===== config.mk =====
export PLATFORM = sky130hd
export DESIGN_NAME = command_top
export DESIGN_NICKNAME = d
export VERILOG_FILES = /design/src/rtl/cmd_pkg.sv /design/src/rtl/command_dispatch.sv /design/src/rtl/command_top.sv /design/src/rtl/config_regs.sv /design/src/rtl/loopback_engine.sv /design/src/rtl/reg_access_engine.sv
export SDC_FILE = /design/constraint.sdc
export NUM_CORES = 1
export LEC_CHECK = 0
export BUFFER_PORTS_ARGS = -buffer_cell sky130_fd_sc_hd__buf_2
export CAP_MARGIN = 20
export CORE_MARGIN = 2
export CORE_UTILIZATION = 43
export CTS_BUF_LIST = sky130_fd_sc_hd__clkbuf_4
export CTS_CLUSTER_DIAMETER = 100
export DETAILED_ROUTE_END_ITERATION = 10
export PLACE_DENSITY = 0.64
export SYNTH_ARGS = -nofsm -noshare
export SYNTH_HDL_FRONTEND = slang
export SYNTH_SLANG_ARGS = --single-unit

===== constraint.sdc =====
create_clock -name clk -period 7.1 [get_ports clk]
set_clock_uncertainty 0.15 [all_clocks]
set_input_delay 0.71 -clock clk [delete_from_list [all_inputs] [get_ports clk]]
set_output_delay 0.71 -clock clk [all_outputs]
set_load 0.02 [all_outputs]

===== src/rtl/cmd_pkg.sv =====
package cmd_pkg;

	//////////////////////////////////////////////////////////////
	// field widths
	localparam int WORD_W    = 32; // stream word
	localparam int OPCODE_W  = 5;  // low bits of the command word
	localparam int REG_NUM_W = 8;  // register number kept from the payload
	localparam int BURST_W   = 23; // burst count registers
	localparam int TAG_W     = 16; // channel tag
	localparam int FILL_W    = 24; // fill number
	localparam int CH_ADDR_W = 3;  // channel address jumpers

	//////////////////////////////////////////////////////////////
	// command codes, anything else is answered as unknown
	typedef enum logic [OPCODE_W-1:0] {
		CC_LOOPBACK = 5'd1,
		CC_RD_REG   = 5'd2,
		CC_WR_REG   = 5'd3
	} cmd_opcode_e;

	// source of the next word in the transmit data register
	typedef enum logic [2:0] {
		TX_SEL_CSN,     // serial number echo
		TX_SEL_CMD,     // command word, success
		TX_SEL_INV_CMD, // inverted command, failure
		TX_SEL_RX,      // receive data, loopback
		TX_SEL_REG      // register bank read data
	} tx_sel_e;

	//////////////////////////////////////////////////////////////
	// register map
	localparam logic [REG_NUM_W-1:0] REG_CHANNEL_TAG  = 8'd0; // r/w
	localparam logic [REG_NUM_W-1:0] REG_MUON_BURSTS  = 8'd1; // r/w
	localparam logic [REG_NUM_W-1:0] REG_LASER_BURSTS = 8'd2; // r/w
	localparam logic [REG_NUM_W-1:0] REG_PED_BURSTS   = 8'd3; // r/w
	localparam logic [REG_NUM_W-1:0] REG_FILL_NUM     = 8'd4; // read only
	localparam logic [REG_NUM_W-1:0] REG_CH_ADDR      = 8'd5; // read only

	localparam logic [TAG_W-1:0] TAG_RESET = 16'h0000;

endpackage


===== src/rtl/command_dispatch.sv =====
module command_dispatch (
	input  logic                       clk,
	input  logic                       reset,
	input  logic [cmd_pkg::WORD_W-1:0] rx_data,
	input  logic                       rx_tvalid,
	input  logic                       rx_tlast,
	output logic                       rx_tready,
	output logic [cmd_pkg::WORD_W-1:0] tx_data,
	output logic                       tx_tvalid,
	output logic                       tx_tlast,
	input  logic                       tx_tready,
	input  logic                       lb_rx_tready,
	input  logic                       lb_tx_tvalid,
	input  logic                       lb_tx_tlast,
	input  logic                       lb_tx_load,
	input  cmd_pkg::tx_sel_e           lb_tx_sel,
	input  logic                       ra_rx_tready,
	input  logic                       ra_tx_tvalid,
	input  logic                       ra_tx_tlast,
	input  logic                       ra_tx_load,
	input  cmd_pkg::tx_sel_e           ra_tx_sel,
	input  logic                       lb_done,
	input  logic                       ra_done,
	input  logic [cmd_pkg::WORD_W-1:0] reg_rdata,
	output logic                       run_loopback,
	output logic                       run_rd_reg,
	output logic                       run_wr_reg,
	output logic                       cmd_idle
);
	typedef enum logic [2:0] {
		S_GET_CSN, S_GET_CMD, S_DECODE, S_RUN, S_DRAIN, S_ERR_CSN, S_ERR_CMD
	} state_e;

	state_e                      state, state_nxt;
	logic [cmd_pkg::WORD_W-1:0]  serial_reg, cmd_reg; // frame header
	logic                        cmd_last;            // frame ended on the command word
	cmd_pkg::cmd_opcode_e        opcode;
	logic                        own_rx_tready, own_tx_tvalid, own_tx_tlast, own_load;
	cmd_pkg::tx_sel_e            own_sel, tx_sel;
	logic                        tx_load;
	logic                        known_op;

	assign opcode   = cmd_pkg::cmd_opcode_e'(cmd_reg[cmd_pkg::OPCODE_W-1:0]);
	assign known_op = (opcode == cmd_pkg::CC_LOOPBACK) || (opcode == cmd_pkg::CC_RD_REG)
		|| (opcode == cmd_pkg::CC_WR_REG);
	assign run_loopback = (state == S_DECODE) && (opcode == cmd_pkg::CC_LOOPBACK);
	assign run_rd_reg   = (state == S_DECODE) && (opcode == cmd_pkg::CC_RD_REG);
	assign run_wr_reg   = (state == S_DECODE) && (opcode == cmd_pkg::CC_WR_REG);
	assign cmd_idle     = (state == S_GET_CSN); // waiting for a new frame

	// only one engine runs at a time, so plain OR merges the stream controls
	assign rx_tready = own_rx_tready | lb_rx_tready | ra_rx_tready;
	assign tx_tvalid = own_tx_tvalid | lb_tx_tvalid | ra_tx_tvalid;
	assign tx_tlast  = own_tx_tlast | lb_tx_tlast | ra_tx_tlast;
	assign tx_load   = own_load | lb_tx_load | ra_tx_load;
	assign tx_sel    = lb_tx_load ? lb_tx_sel : (ra_tx_load ? ra_tx_sel : own_sel);

	always_ff @(posedge clk) begin
		if (reset) state <= S_GET_CSN;
		else       state <= state_nxt;
	end

	//////////////////////////////////////////////////////////////
	// header registers and transmit data register
	always_ff @(posedge clk) begin
		if (state == S_GET_CSN && rx_tvalid) serial_reg <= rx_data;
		if (state == S_GET_CMD && rx_tvalid) begin
			cmd_reg  <= rx_data;
			cmd_last <= rx_tlast; // nothing to drain if set
		end
		if (tx_load) begin
			case (tx_sel)
				cmd_pkg::TX_SEL_CSN:     tx_data <= serial_reg;
				cmd_pkg::TX_SEL_CMD:     tx_data <= cmd_reg;
				cmd_pkg::TX_SEL_INV_CMD: tx_data <= ~cmd_reg;
				cmd_pkg::TX_SEL_RX:      tx_data <= rx_data;   // loopback
				default:                 tx_data <= reg_rdata; // register read
			endcase
		end
	end

	always_comb begin
		state_nxt     = state;
		own_rx_tready = 1'b0;
		own_tx_tvalid = 1'b0;
		own_tx_tlast  = 1'b0;
		own_load      = 1'b0;
		own_sel       = cmd_pkg::TX_SEL_CSN;
		case (state)
			S_GET_CSN: begin
				own_rx_tready = 1'b1;
				if (rx_tvalid) state_nxt = S_GET_CMD;
			end
			S_GET_CMD: begin
				own_rx_tready = 1'b1;
				if (rx_tvalid) state_nxt = S_DECODE;
			end
			S_DECODE: begin // run pulse goes out here
				if (known_op) state_nxt = S_RUN;
				else if (cmd_last) begin
					own_load  = 1'b1; // straight to the error reply
					state_nxt = S_ERR_CSN;
				end else state_nxt = S_DRAIN;
			end
			S_RUN: if (lb_done || ra_done) state_nxt = S_GET_CSN;
			S_DRAIN: begin // discard rest of unknown frame
				own_rx_tready = 1'b1;
				if (rx_tvalid && rx_tlast) begin
					own_load  = 1'b1;
					state_nxt = S_ERR_CSN;
				end
			end
			S_ERR_CSN: begin
				own_tx_tvalid = 1'b1;
				if (tx_tready) begin
					own_load  = 1'b1;
					own_sel   = cmd_pkg::TX_SEL_INV_CMD;
					state_nxt = S_ERR_CMD;
				end
			end
			S_ERR_CMD: begin
				own_tx_tvalid = 1'b1;
				own_tx_tlast  = 1'b1;
				if (tx_tready) state_nxt = S_GET_CSN;
			end
			default: state_nxt = S_GET_CSN;
		endcase
	end

endmodule


===== src/rtl/command_top.sv =====
module command_top #(
	parameter logic [cmd_pkg::BURST_W-1:0] DEFAULT_BURSTS = 23'd1024
) (
	input  logic                          clk,
	input  logic                          reset,
	input  logic [cmd_pkg::WORD_W-1:0]    rx_data,
	input  logic                          rx_tvalid,
	input  logic                          rx_tlast,
	output logic                          rx_tready,
	output logic [cmd_pkg::WORD_W-1:0]    tx_data,
	output logic                          tx_tvalid,
	output logic                          tx_tlast,
	input  logic                          tx_tready,
	input  logic [cmd_pkg::FILL_W-1:0]    fill_num,
	input  logic [cmd_pkg::CH_ADDR_W-1:0] ch_addr,
	output logic [cmd_pkg::TAG_W-1:0]     channel_tag,
	output logic [cmd_pkg::BURST_W-1:0]   muon_num_bursts,
	output logic [cmd_pkg::BURST_W-1:0]   laser_num_bursts,
	output logic [cmd_pkg::BURST_W-1:0]   ped_num_bursts,
	output logic                          cmd_idle
);
	// engine stream controls
	logic lb_rx_tready, lb_tx_tvalid, lb_tx_tlast, lb_tx_load, lb_done;
	logic ra_rx_tready, ra_tx_tvalid, ra_tx_tlast, ra_tx_load, ra_done;
	cmd_pkg::tx_sel_e lb_tx_sel, ra_tx_sel;
	logic run_loopback, run_rd_reg, run_wr_reg; // start pulses
	// register bank side
	logic reg_num_le, wr_en, rd_en, illegal_reg_num;
	logic [cmd_pkg::WORD_W-1:0] reg_rdata;

	//////////////////////////////////////////////////////////////
	// frame header handling and transmit data
	command_dispatch dispatch (.clk, .reset, .rx_data, .rx_tvalid, .rx_tlast, .rx_tready,
		.tx_data, .tx_tvalid, .tx_tlast, .tx_tready,
		.lb_rx_tready, .lb_tx_tvalid, .lb_tx_tlast, .lb_tx_load, .lb_tx_sel,
		.ra_rx_tready, .ra_tx_tvalid, .ra_tx_tlast, .ra_tx_load, .ra_tx_sel,
		.lb_done, .ra_done, .reg_rdata, .run_loopback, .run_rd_reg, .run_wr_reg, .cmd_idle);

	//////////////////////////////////////////////////////////////
	// command engines
	loopback_engine loopback (.clk, .reset, .run(run_loopback), .rx_tvalid, .rx_tlast,
		.rx_tready(lb_rx_tready), .tx_tvalid(lb_tx_tvalid), .tx_tlast(lb_tx_tlast),
		.tx_tready, .tx_load(lb_tx_load), .tx_sel(lb_tx_sel), .done(lb_done));

	reg_access_engine reg_access (.clk, .reset, .run_rd(run_rd_reg), .run_wr(run_wr_reg),
		.rx_tvalid, .rx_tready(ra_rx_tready), .tx_tvalid(ra_tx_tvalid),
		.tx_tlast(ra_tx_tlast), .tx_tready, .tx_load(ra_tx_load), .tx_sel(ra_tx_sel),
		.reg_num_le, .wr_en, .rd_en, .illegal_reg_num, .done(ra_done));

	//////////////////////////////////////////////////////////////
	// configuration registers
	config_regs #(
		.DEFAULT_BURSTS(DEFAULT_BURSTS)
	) regs (
		.clk, .reset, .rx_data, .reg_num_le, .wr_en, .rd_en, .fill_num, .ch_addr,
		.reg_rdata, .illegal_reg_num, .channel_tag, .muon_num_bursts,
		.laser_num_bursts, .ped_num_bursts
	);

endmodule


===== src/rtl/config_regs.sv =====
module config_regs #(
	parameter logic [cmd_pkg::BURST_W-1:0] DEFAULT_BURSTS = 23'd1024
) (
	input  logic                         clk,
	input  logic                         reset,
	input  logic [cmd_pkg::WORD_W-1:0]   rx_data,
	input  logic                         reg_num_le,
	input  logic                         wr_en,
	input  logic                         rd_en,
	input  logic [cmd_pkg::FILL_W-1:0]   fill_num,
	input  logic [cmd_pkg::CH_ADDR_W-1:0] ch_addr,
	output logic [cmd_pkg::WORD_W-1:0]   reg_rdata,
	output logic                         illegal_reg_num,
	output logic [cmd_pkg::TAG_W-1:0]    channel_tag,
	output logic [cmd_pkg::BURST_W-1:0]  muon_num_bursts,
	output logic [cmd_pkg::BURST_W-1:0]  laser_num_bursts,
	output logic [cmd_pkg::BURST_W-1:0]  ped_num_bursts
);
	logic [cmd_pkg::REG_NUM_W-1:0] reg_num; // captured register number
	logic                          wr_flag; // transaction is a write
	logic [cmd_pkg::CH_ADDR_W-1:0] ch_addr_q;
	logic [cmd_pkg::WORD_W-1:0]    rd_mux;

	// read-only registers can not be written, past 5 nothing exists
	assign illegal_reg_num = (reg_num > cmd_pkg::REG_CH_ADDR) || (wr_flag
		&& (reg_num == cmd_pkg::REG_FILL_NUM || reg_num == cmd_pkg::REG_CH_ADDR));

	// jumpers on channel 3 are fitted as 110
	always_ff @(posedge clk) ch_addr_q <= (ch_addr == 3'b110) ? 3'b011 : ch_addr;

	//////////////////////////////////////////////////////////////
	// number capture and register writes
	always_ff @(posedge clk) begin
		if (reset) begin
			reg_num          <= '0;
			wr_flag          <= 1'b0;
			channel_tag      <= cmd_pkg::TAG_RESET;
			muon_num_bursts  <= DEFAULT_BURSTS;
			laser_num_bursts <= DEFAULT_BURSTS;
			ped_num_bursts   <= DEFAULT_BURSTS;
		end else if (reg_num_le) begin
			reg_num <= rx_data[cmd_pkg::REG_NUM_W-1:0];
			wr_flag <= wr_en; // wr_en here only marks the transaction
		end else if (wr_en && !illegal_reg_num) begin
			case (reg_num) // keep the low bits only
				cmd_pkg::REG_CHANNEL_TAG:  channel_tag      <= rx_data[cmd_pkg::TAG_W-1:0];
				cmd_pkg::REG_MUON_BURSTS:  muon_num_bursts  <= rx_data[cmd_pkg::BURST_W-1:0];
				cmd_pkg::REG_LASER_BURSTS: laser_num_bursts <= rx_data[cmd_pkg::BURST_W-1:0];
				cmd_pkg::REG_PED_BURSTS:   ped_num_bursts   <= rx_data[cmd_pkg::BURST_W-1:0];
				default: ;
			endcase
		end
	end

	// read mux, zero extended to a full word
	always_comb begin
		rd_mux = '0;
		case (reg_num)
			cmd_pkg::REG_CHANNEL_TAG:  rd_mux[cmd_pkg::TAG_W-1:0]     = channel_tag;
			cmd_pkg::REG_MUON_BURSTS:  rd_mux[cmd_pkg::BURST_W-1:0]   = muon_num_bursts;
			cmd_pkg::REG_LASER_BURSTS: rd_mux[cmd_pkg::BURST_W-1:0]   = laser_num_bursts;
			cmd_pkg::REG_PED_BURSTS:   rd_mux[cmd_pkg::BURST_W-1:0]   = ped_num_bursts;
			cmd_pkg::REG_FILL_NUM:     rd_mux[cmd_pkg::FILL_W-1:0]    = fill_num;
			cmd_pkg::REG_CH_ADDR:      rd_mux[cmd_pkg::CH_ADDR_W-1:0] = ch_addr_q;
			default:                   rd_mux = '0;
		endcase
	end

	always_ff @(posedge clk) begin
		if (rd_en) reg_rdata <= rd_mux; // held until the engine sends it
	end

endmodule


===== src/rtl/loopback_engine.sv =====
module loopback_engine (
	input  logic             clk,
	input  logic             reset,
	input  logic             run,
	input  logic             rx_tvalid,
	input  logic             rx_tlast,
	output logic             rx_tready,
	output logic             tx_tvalid,
	output logic             tx_tlast,
	input  logic             tx_tready,
	output logic             tx_load,
	output cmd_pkg::tx_sel_e tx_sel,
	output logic             done
);
	typedef enum logic [2:0] {
		S_IDLE, S_SEND_CSN, S_SEND_CMD, S_GET_WORD, S_SEND_WORD
	} state_e;

	state_e state, state_nxt;
	logic   last_q; // echoed word closes the frame

	always_ff @(posedge clk) begin
		if (reset) begin
			state  <= S_IDLE;
			last_q <= 1'b0;
			done   <= 1'b0;
		end else begin
			state <= state_nxt;
			if (state == S_GET_WORD && rx_tvalid) last_q <= rx_tlast;
			done <= (state == S_SEND_WORD) && tx_tready && last_q;
		end
	end

	always_comb begin
		state_nxt = state;
		rx_tready = 1'b0;
		tx_tvalid = 1'b0;
		tx_tlast  = 1'b0;
		tx_load   = 1'b0;
		tx_sel    = cmd_pkg::TX_SEL_CSN;
		case (state)
			S_IDLE: if (run) begin
				tx_load   = 1'b1; // serial number first
				state_nxt = S_SEND_CSN;
			end
			S_SEND_CSN: begin
				tx_tvalid = 1'b1;
				if (tx_tready) begin
					tx_load   = 1'b1;
					tx_sel    = cmd_pkg::TX_SEL_CMD;
					state_nxt = S_SEND_CMD;
				end
			end
			S_SEND_CMD: begin
				tx_tvalid = 1'b1;
				if (tx_tready) state_nxt = S_GET_WORD;
			end
			S_GET_WORD: begin // take one word only once the previous echo left
				rx_tready = 1'b1;
				if (rx_tvalid) begin
					tx_load   = 1'b1;
					tx_sel    = cmd_pkg::TX_SEL_RX;
					state_nxt = S_SEND_WORD;
				end
			end
			S_SEND_WORD: begin
				tx_tvalid = 1'b1;
				tx_tlast  = last_q;
				if (tx_tready) state_nxt = last_q ? S_IDLE : S_GET_WORD;
			end
			default: state_nxt = S_IDLE;
		endcase
	end

endmodule


===== src/rtl/reg_access_engine.sv =====
module reg_access_engine (
	input  logic             clk,
	input  logic             reset,
	input  logic             run_rd,
	input  logic             run_wr,
	input  logic             rx_tvalid,
	output logic             rx_tready,
	output logic             tx_tvalid,
	output logic             tx_tlast,
	input  logic             tx_tready,
	output logic             tx_load,
	output cmd_pkg::tx_sel_e tx_sel,
	output logic             reg_num_le,
	output logic             wr_en,
	output logic             rd_en,
	input  logic             illegal_reg_num,
	output logic             done
);
	typedef enum logic [2:0] {
		S_IDLE, S_GET_NUM, S_GET_DATA, S_LOAD_CSN, S_SEND_CSN, S_SEND_CMD, S_SEND_REG
	} state_e;

	state_e state, state_nxt;
	logic   is_wr;    // write transaction
	logic   last_cmd; // reply ends on the second word

	assign last_cmd = is_wr | illegal_reg_num;

	always_ff @(posedge clk) begin
		if (reset) begin
			state <= S_IDLE;
			is_wr <= 1'b0;
			done  <= 1'b0;
		end else begin
			state <= state_nxt;
			if (run_rd || run_wr) is_wr <= run_wr;
			done <= tx_tready && ((state == S_SEND_CMD && last_cmd) || state == S_SEND_REG);
		end
	end

	always_comb begin
		state_nxt  = state;
		rx_tready  = 1'b0;
		tx_tvalid  = 1'b0;
		tx_tlast   = 1'b0;
		tx_load    = 1'b0;
		tx_sel     = cmd_pkg::TX_SEL_CSN;
		reg_num_le = 1'b0;
		wr_en      = 1'b0;
		rd_en      = 1'b0;
		case (state)
			S_IDLE: if (run_rd || run_wr) state_nxt = S_GET_NUM;
			S_GET_NUM: begin
				rx_tready  = 1'b1;
				reg_num_le = rx_tvalid;
				wr_en      = rx_tvalid & is_wr; // tells the bank this is a write
				if (rx_tvalid) state_nxt = is_wr ? S_GET_DATA : S_LOAD_CSN;
			end
			S_GET_DATA: begin // data word always taken, stored only if legal
				rx_tready = 1'b1;
				wr_en     = rx_tvalid & ~illegal_reg_num;
				if (rx_tvalid) state_nxt = S_LOAD_CSN;
			end
			S_LOAD_CSN: begin
				tx_load   = 1'b1;
				rd_en     = ~is_wr; // read data ready long before it is sent
				state_nxt = S_SEND_CSN;
			end
			S_SEND_CSN: begin
				tx_tvalid = 1'b1;
				if (tx_tready) begin
					tx_load   = 1'b1;
					tx_sel    = illegal_reg_num ? cmd_pkg::TX_SEL_INV_CMD : cmd_pkg::TX_SEL_CMD;
					state_nxt = S_SEND_CMD;
				end
			end
			S_SEND_CMD: begin
				tx_tvalid = 1'b1;
				tx_tlast  = last_cmd;
				if (tx_tready) begin
					if (last_cmd) state_nxt = S_IDLE;
					else begin
						tx_load   = 1'b1;
						tx_sel    = cmd_pkg::TX_SEL_REG;
						state_nxt = S_SEND_REG;
					end
				end
			end
			S_SEND_REG: begin
				tx_tvalid = 1'b1;
				tx_tlast  = 1'b1;
				if (tx_tready) state_nxt = S_IDLE;
			end
			default: state_nxt = S_IDLE;
		endcase
	end

endmodule


==> summary.md <==
| Metric | Value |
|---|---|
| Outcome | complete, no violations |
| Crit path cell chain | o21ai_1, nand3_1, nor2_1, o21ai_0, a221o_1, buf_2 |
| Routed Antenna Nets | 0 |
| # setup viols final | 0 |
| Post-cts hold buffer count | 1 |
| Clock share of power | 34.4% |
| Async set-reset flop share out of synthesis | 0% |
| Pint | about 0.0023 W |
| CTS tree | done |
| Critical Path Sink Type | primary output |
| Yosys warns | 0 |
| Sequential area share after synthesis | about 58% |
| Number of synthesized flops with an enable pin | 121 |
| Total power divided by cell area | ~260 nW/um^2 |
| Top_reg_cell synth | edfxtp_1 |
| Met1 usage | between 30% and 40% |
| Gr busiest metal | met2 |
| Worst path arrival time | between 2000 and 2500 ps |
| Top post-synthesis cells by area | edfxtp_1, dfxtp_1, mux2i_1, nand2_1, a21oi_1 |
| Initial drt markers | approximately 750 |
| Cells after synthesis | 987 |
| Synth Register Bits | approximately 230 |
| Switching power share of the total | around 29% |
| Netlist Area Pre-Place | 10,100 sq um |
| Worst EP required | around 6200 ps |
| CTS root buf | clkbuf_4 |
| Critical path type | flop to primary output |
| Area grow syn2layout | 19.3% |
| Max-slew violation count | 0 |
| Combinational power share | between 10% and 20% |
| Number of port buffers | ~180 |
| Max_slew headroom | between 30% and 40% |
| R2r endpoint | regs.muon_num_bursts[13] |
| H-Tree Depth | 2 |
| Post-CTS setup buffer count | 0 |
| CTS Buf Count | slightly below 60 |
| Clock transition at the registers of the reported paths | around 70 ps |
| Worst r2r src | regs.reg_num[3] |
| DR vias | between 8,000 and 9,000 |
| Horiz. Die Dim | approximately 160 um |
| Cell count after placement | 1,434 |
| Maximum number of pins on one net before global-route repair | about 110 |
| Top cell type's share of synthesized area | a little over a third |
| Crit path capture | tx_tlast |
| Average size of a mapped cell | roughly 10 sq um |
| Met3 layer usage reported by global route | approximately 5.7% |
| Tcrit/Tclk final | between 40 and 50% |
| Row count | 56 |
| Crit-path max FO | 11 |
| Via/cell ratio | roughly 5.4 |
| FF-to-FF setup slack | 4010 ps |
| Clk sinks | ~230 |
| GP Congestion | roughly 0.90 |
| Post-synth top area cell | edfxtp_1 |
| Worst-case clock buffer depth | 3 |
| Critical path's slowest cell | dfxtp_1 |
| Most common cell after layout, fill and taps aside | buf_2 |
| Final layout net count | around 1,200 |
| Total gr overflow | 0 |
| Die Area | 24,700 sq um |
| Syn_nets | 1,051 |
| Global-route wire length before repair | roughly 43 mm |
| Worst setup SP type | flop |
| Final Critical Period | between 3000 and 4000 ps |
| Setup TNS | 0 ps |
| Sequential share of power | 49.7% |
| Layout cells sized above 1 | about a quarter |
| I/O pin count | 185 |
| Largest stage delay, worst path | 660 ps |
| Wirelength per Cell | approximately 18 um |
| Placeable Area | 23,300 sq um |
| DRC | 0 |
| Switch Pwr | between 0.0009 and 0.001 W |
| Final HPWL DP | approximately 19 mm |
| Worst slew pin tran | between 1000 and 1500 ps |
| Fill count | between 2,000 and 2,500 |
| Final Non-Filler Cells | 1,544 |
| Number of global-route vias before repair | roughly 8,000 |
| Drt pass-1 iters | 5 |
| Fin util | around 52% |
| Critical Path Source | regs.reg_num[2] |
| Min-delay worst type | input port to flop |
| Overall power | ~0.0032 W |
| Fin. Hold Viols | 0 |
| Number of distinct library cells after synthesis | ~60 |
| Post-CTS resize count | 0 |
| GR Util met2 | 33.4% |
| Most frequent cells in the layout | buf_2, nand2_1, edfxtp_1 |
| VDD IR max | 0.123 mV |
| Initial antenna violation count | 3 |
| Unrepaired setup endpoints after global routing | no |
| Die Y | 157 um |
| Worst R2R Path Depth | 7 |
| Leakage | 4.64 nW |
| Max Freq | between 0.3 and 0.4 GHz |
| Final WL | 28.3 mm |
| Worst-Skew Late Latency | a little under 700 ps |
| Max cap viols | 0 |
| Total GRT Usage | between 20% and 30% |
| Initial Utilization | between 40 and 50% |
| Smallest hold slack | ~64 ps |
## cell families after synthesis
| kind of cell | share of synthesized area (%) |
|---|---|
| and+or+nand+nor | 14.8 |
| AOI/OAI and AO/OA | 17.4 |
| DFF | 57.9 |
| buffers and inverters | 3.22 |
| muxes | 6.57 |
| xor gates and xnor gates | 0.0870 |
## worst min-delay path by stage
stage,from,endpoint,slack [ps],cells past startpoint
after floorplan,regs.wr_flag,regs.wr_flag,290,2
after global placement,regs.wr_flag,regs.wr_flag,300,2
after detailed placement,regs.wr_flag,regs.wr_flag,310,2
after CTS,ch_addr[0],regs.ch_addr_q[0],20,3
after global routing,rx_data[25],dispatch.serial_reg[25],50,1
final,ch_addr[0],regs.ch_addr_q[0],60,3
## cell type report
class	count	area, sq um	area share [%]
antenna	1	2.50	0.0208
clock buffer	88	661	5.50
clock inverter	19	76.3	0.635
inverter	5	18.8	0.156
multi-input combinational	680	3950	32.9
sequential	231	5840	48.6
tap	319	399	3.32
timing repair buffer	201	1070	8.93
## stage by stage
| stage | worst slack, ps | area [sq um] |
|---|---|---|
| after global routing | 3590 | 12000 |
| after detailed placement | 3810 | 11200 |
| after floorplan | 3100 | 10100 |
| final | 3800 | 12000 |
| after global placement | 3890 | 11200 |
| after CTS | 3740 | 12000 |
## power groups by stage
stage / registers, W / logic, W / clock network (W)
after floorplan: 0.00162 / 0.000314 / 0
after global placement: 0.00161 / 0.000497 / 0
after detailed placement: 0.00161 / 0.000503 / 0
after CTS: 0.00158 / 0.000505 / 0.00113
after global routing: 0.00159 / 0.000557 / 0.00120
final: 0.00158 / 0.000507 / 0.00110
## per-layer routing
| layer | up-vias | wire length (um) |
|---|---|---|
| met1 | 3970 | 13100 |
| met4 | 4 | 576 |
| met3 | 55 | 2200 |
| met2 | 307 | 12300 |
| met5 | - | 27 |
| li1 | 4007 | - |
## cell usage after synthesis, drive strengths merged (3+ instances only)
cell type,count
clkbuf,45
o311a,4
nor2,106
o21ai,81
a21boi,3
nor3,12
nand4,9
nand3b,4
and2,3
a311oi,3
a21oi,82
a211o,4
nand2b,5
nand3,6
o2111ai,20
and3,5
nand2,170
edfxtp,121
o21bai,5
o21a,20
a221o,25
a22oi,7
dfxtp,110
buf,26
a31oi,6
inv,5
nor2b,6
mux2i,65
nor3b,5
## critical path: cells and delay by family, from the launching register on
kind / cells / cell delay (ps)
AO/OA/AOI/OAI: 3 / 650
buffers and inverters: 1 / 160
flip-flops: 1 / 660
AND/OR/NAND/NOR: 2 / 280
Note: power is estimated with default switching activity, not from simulation.
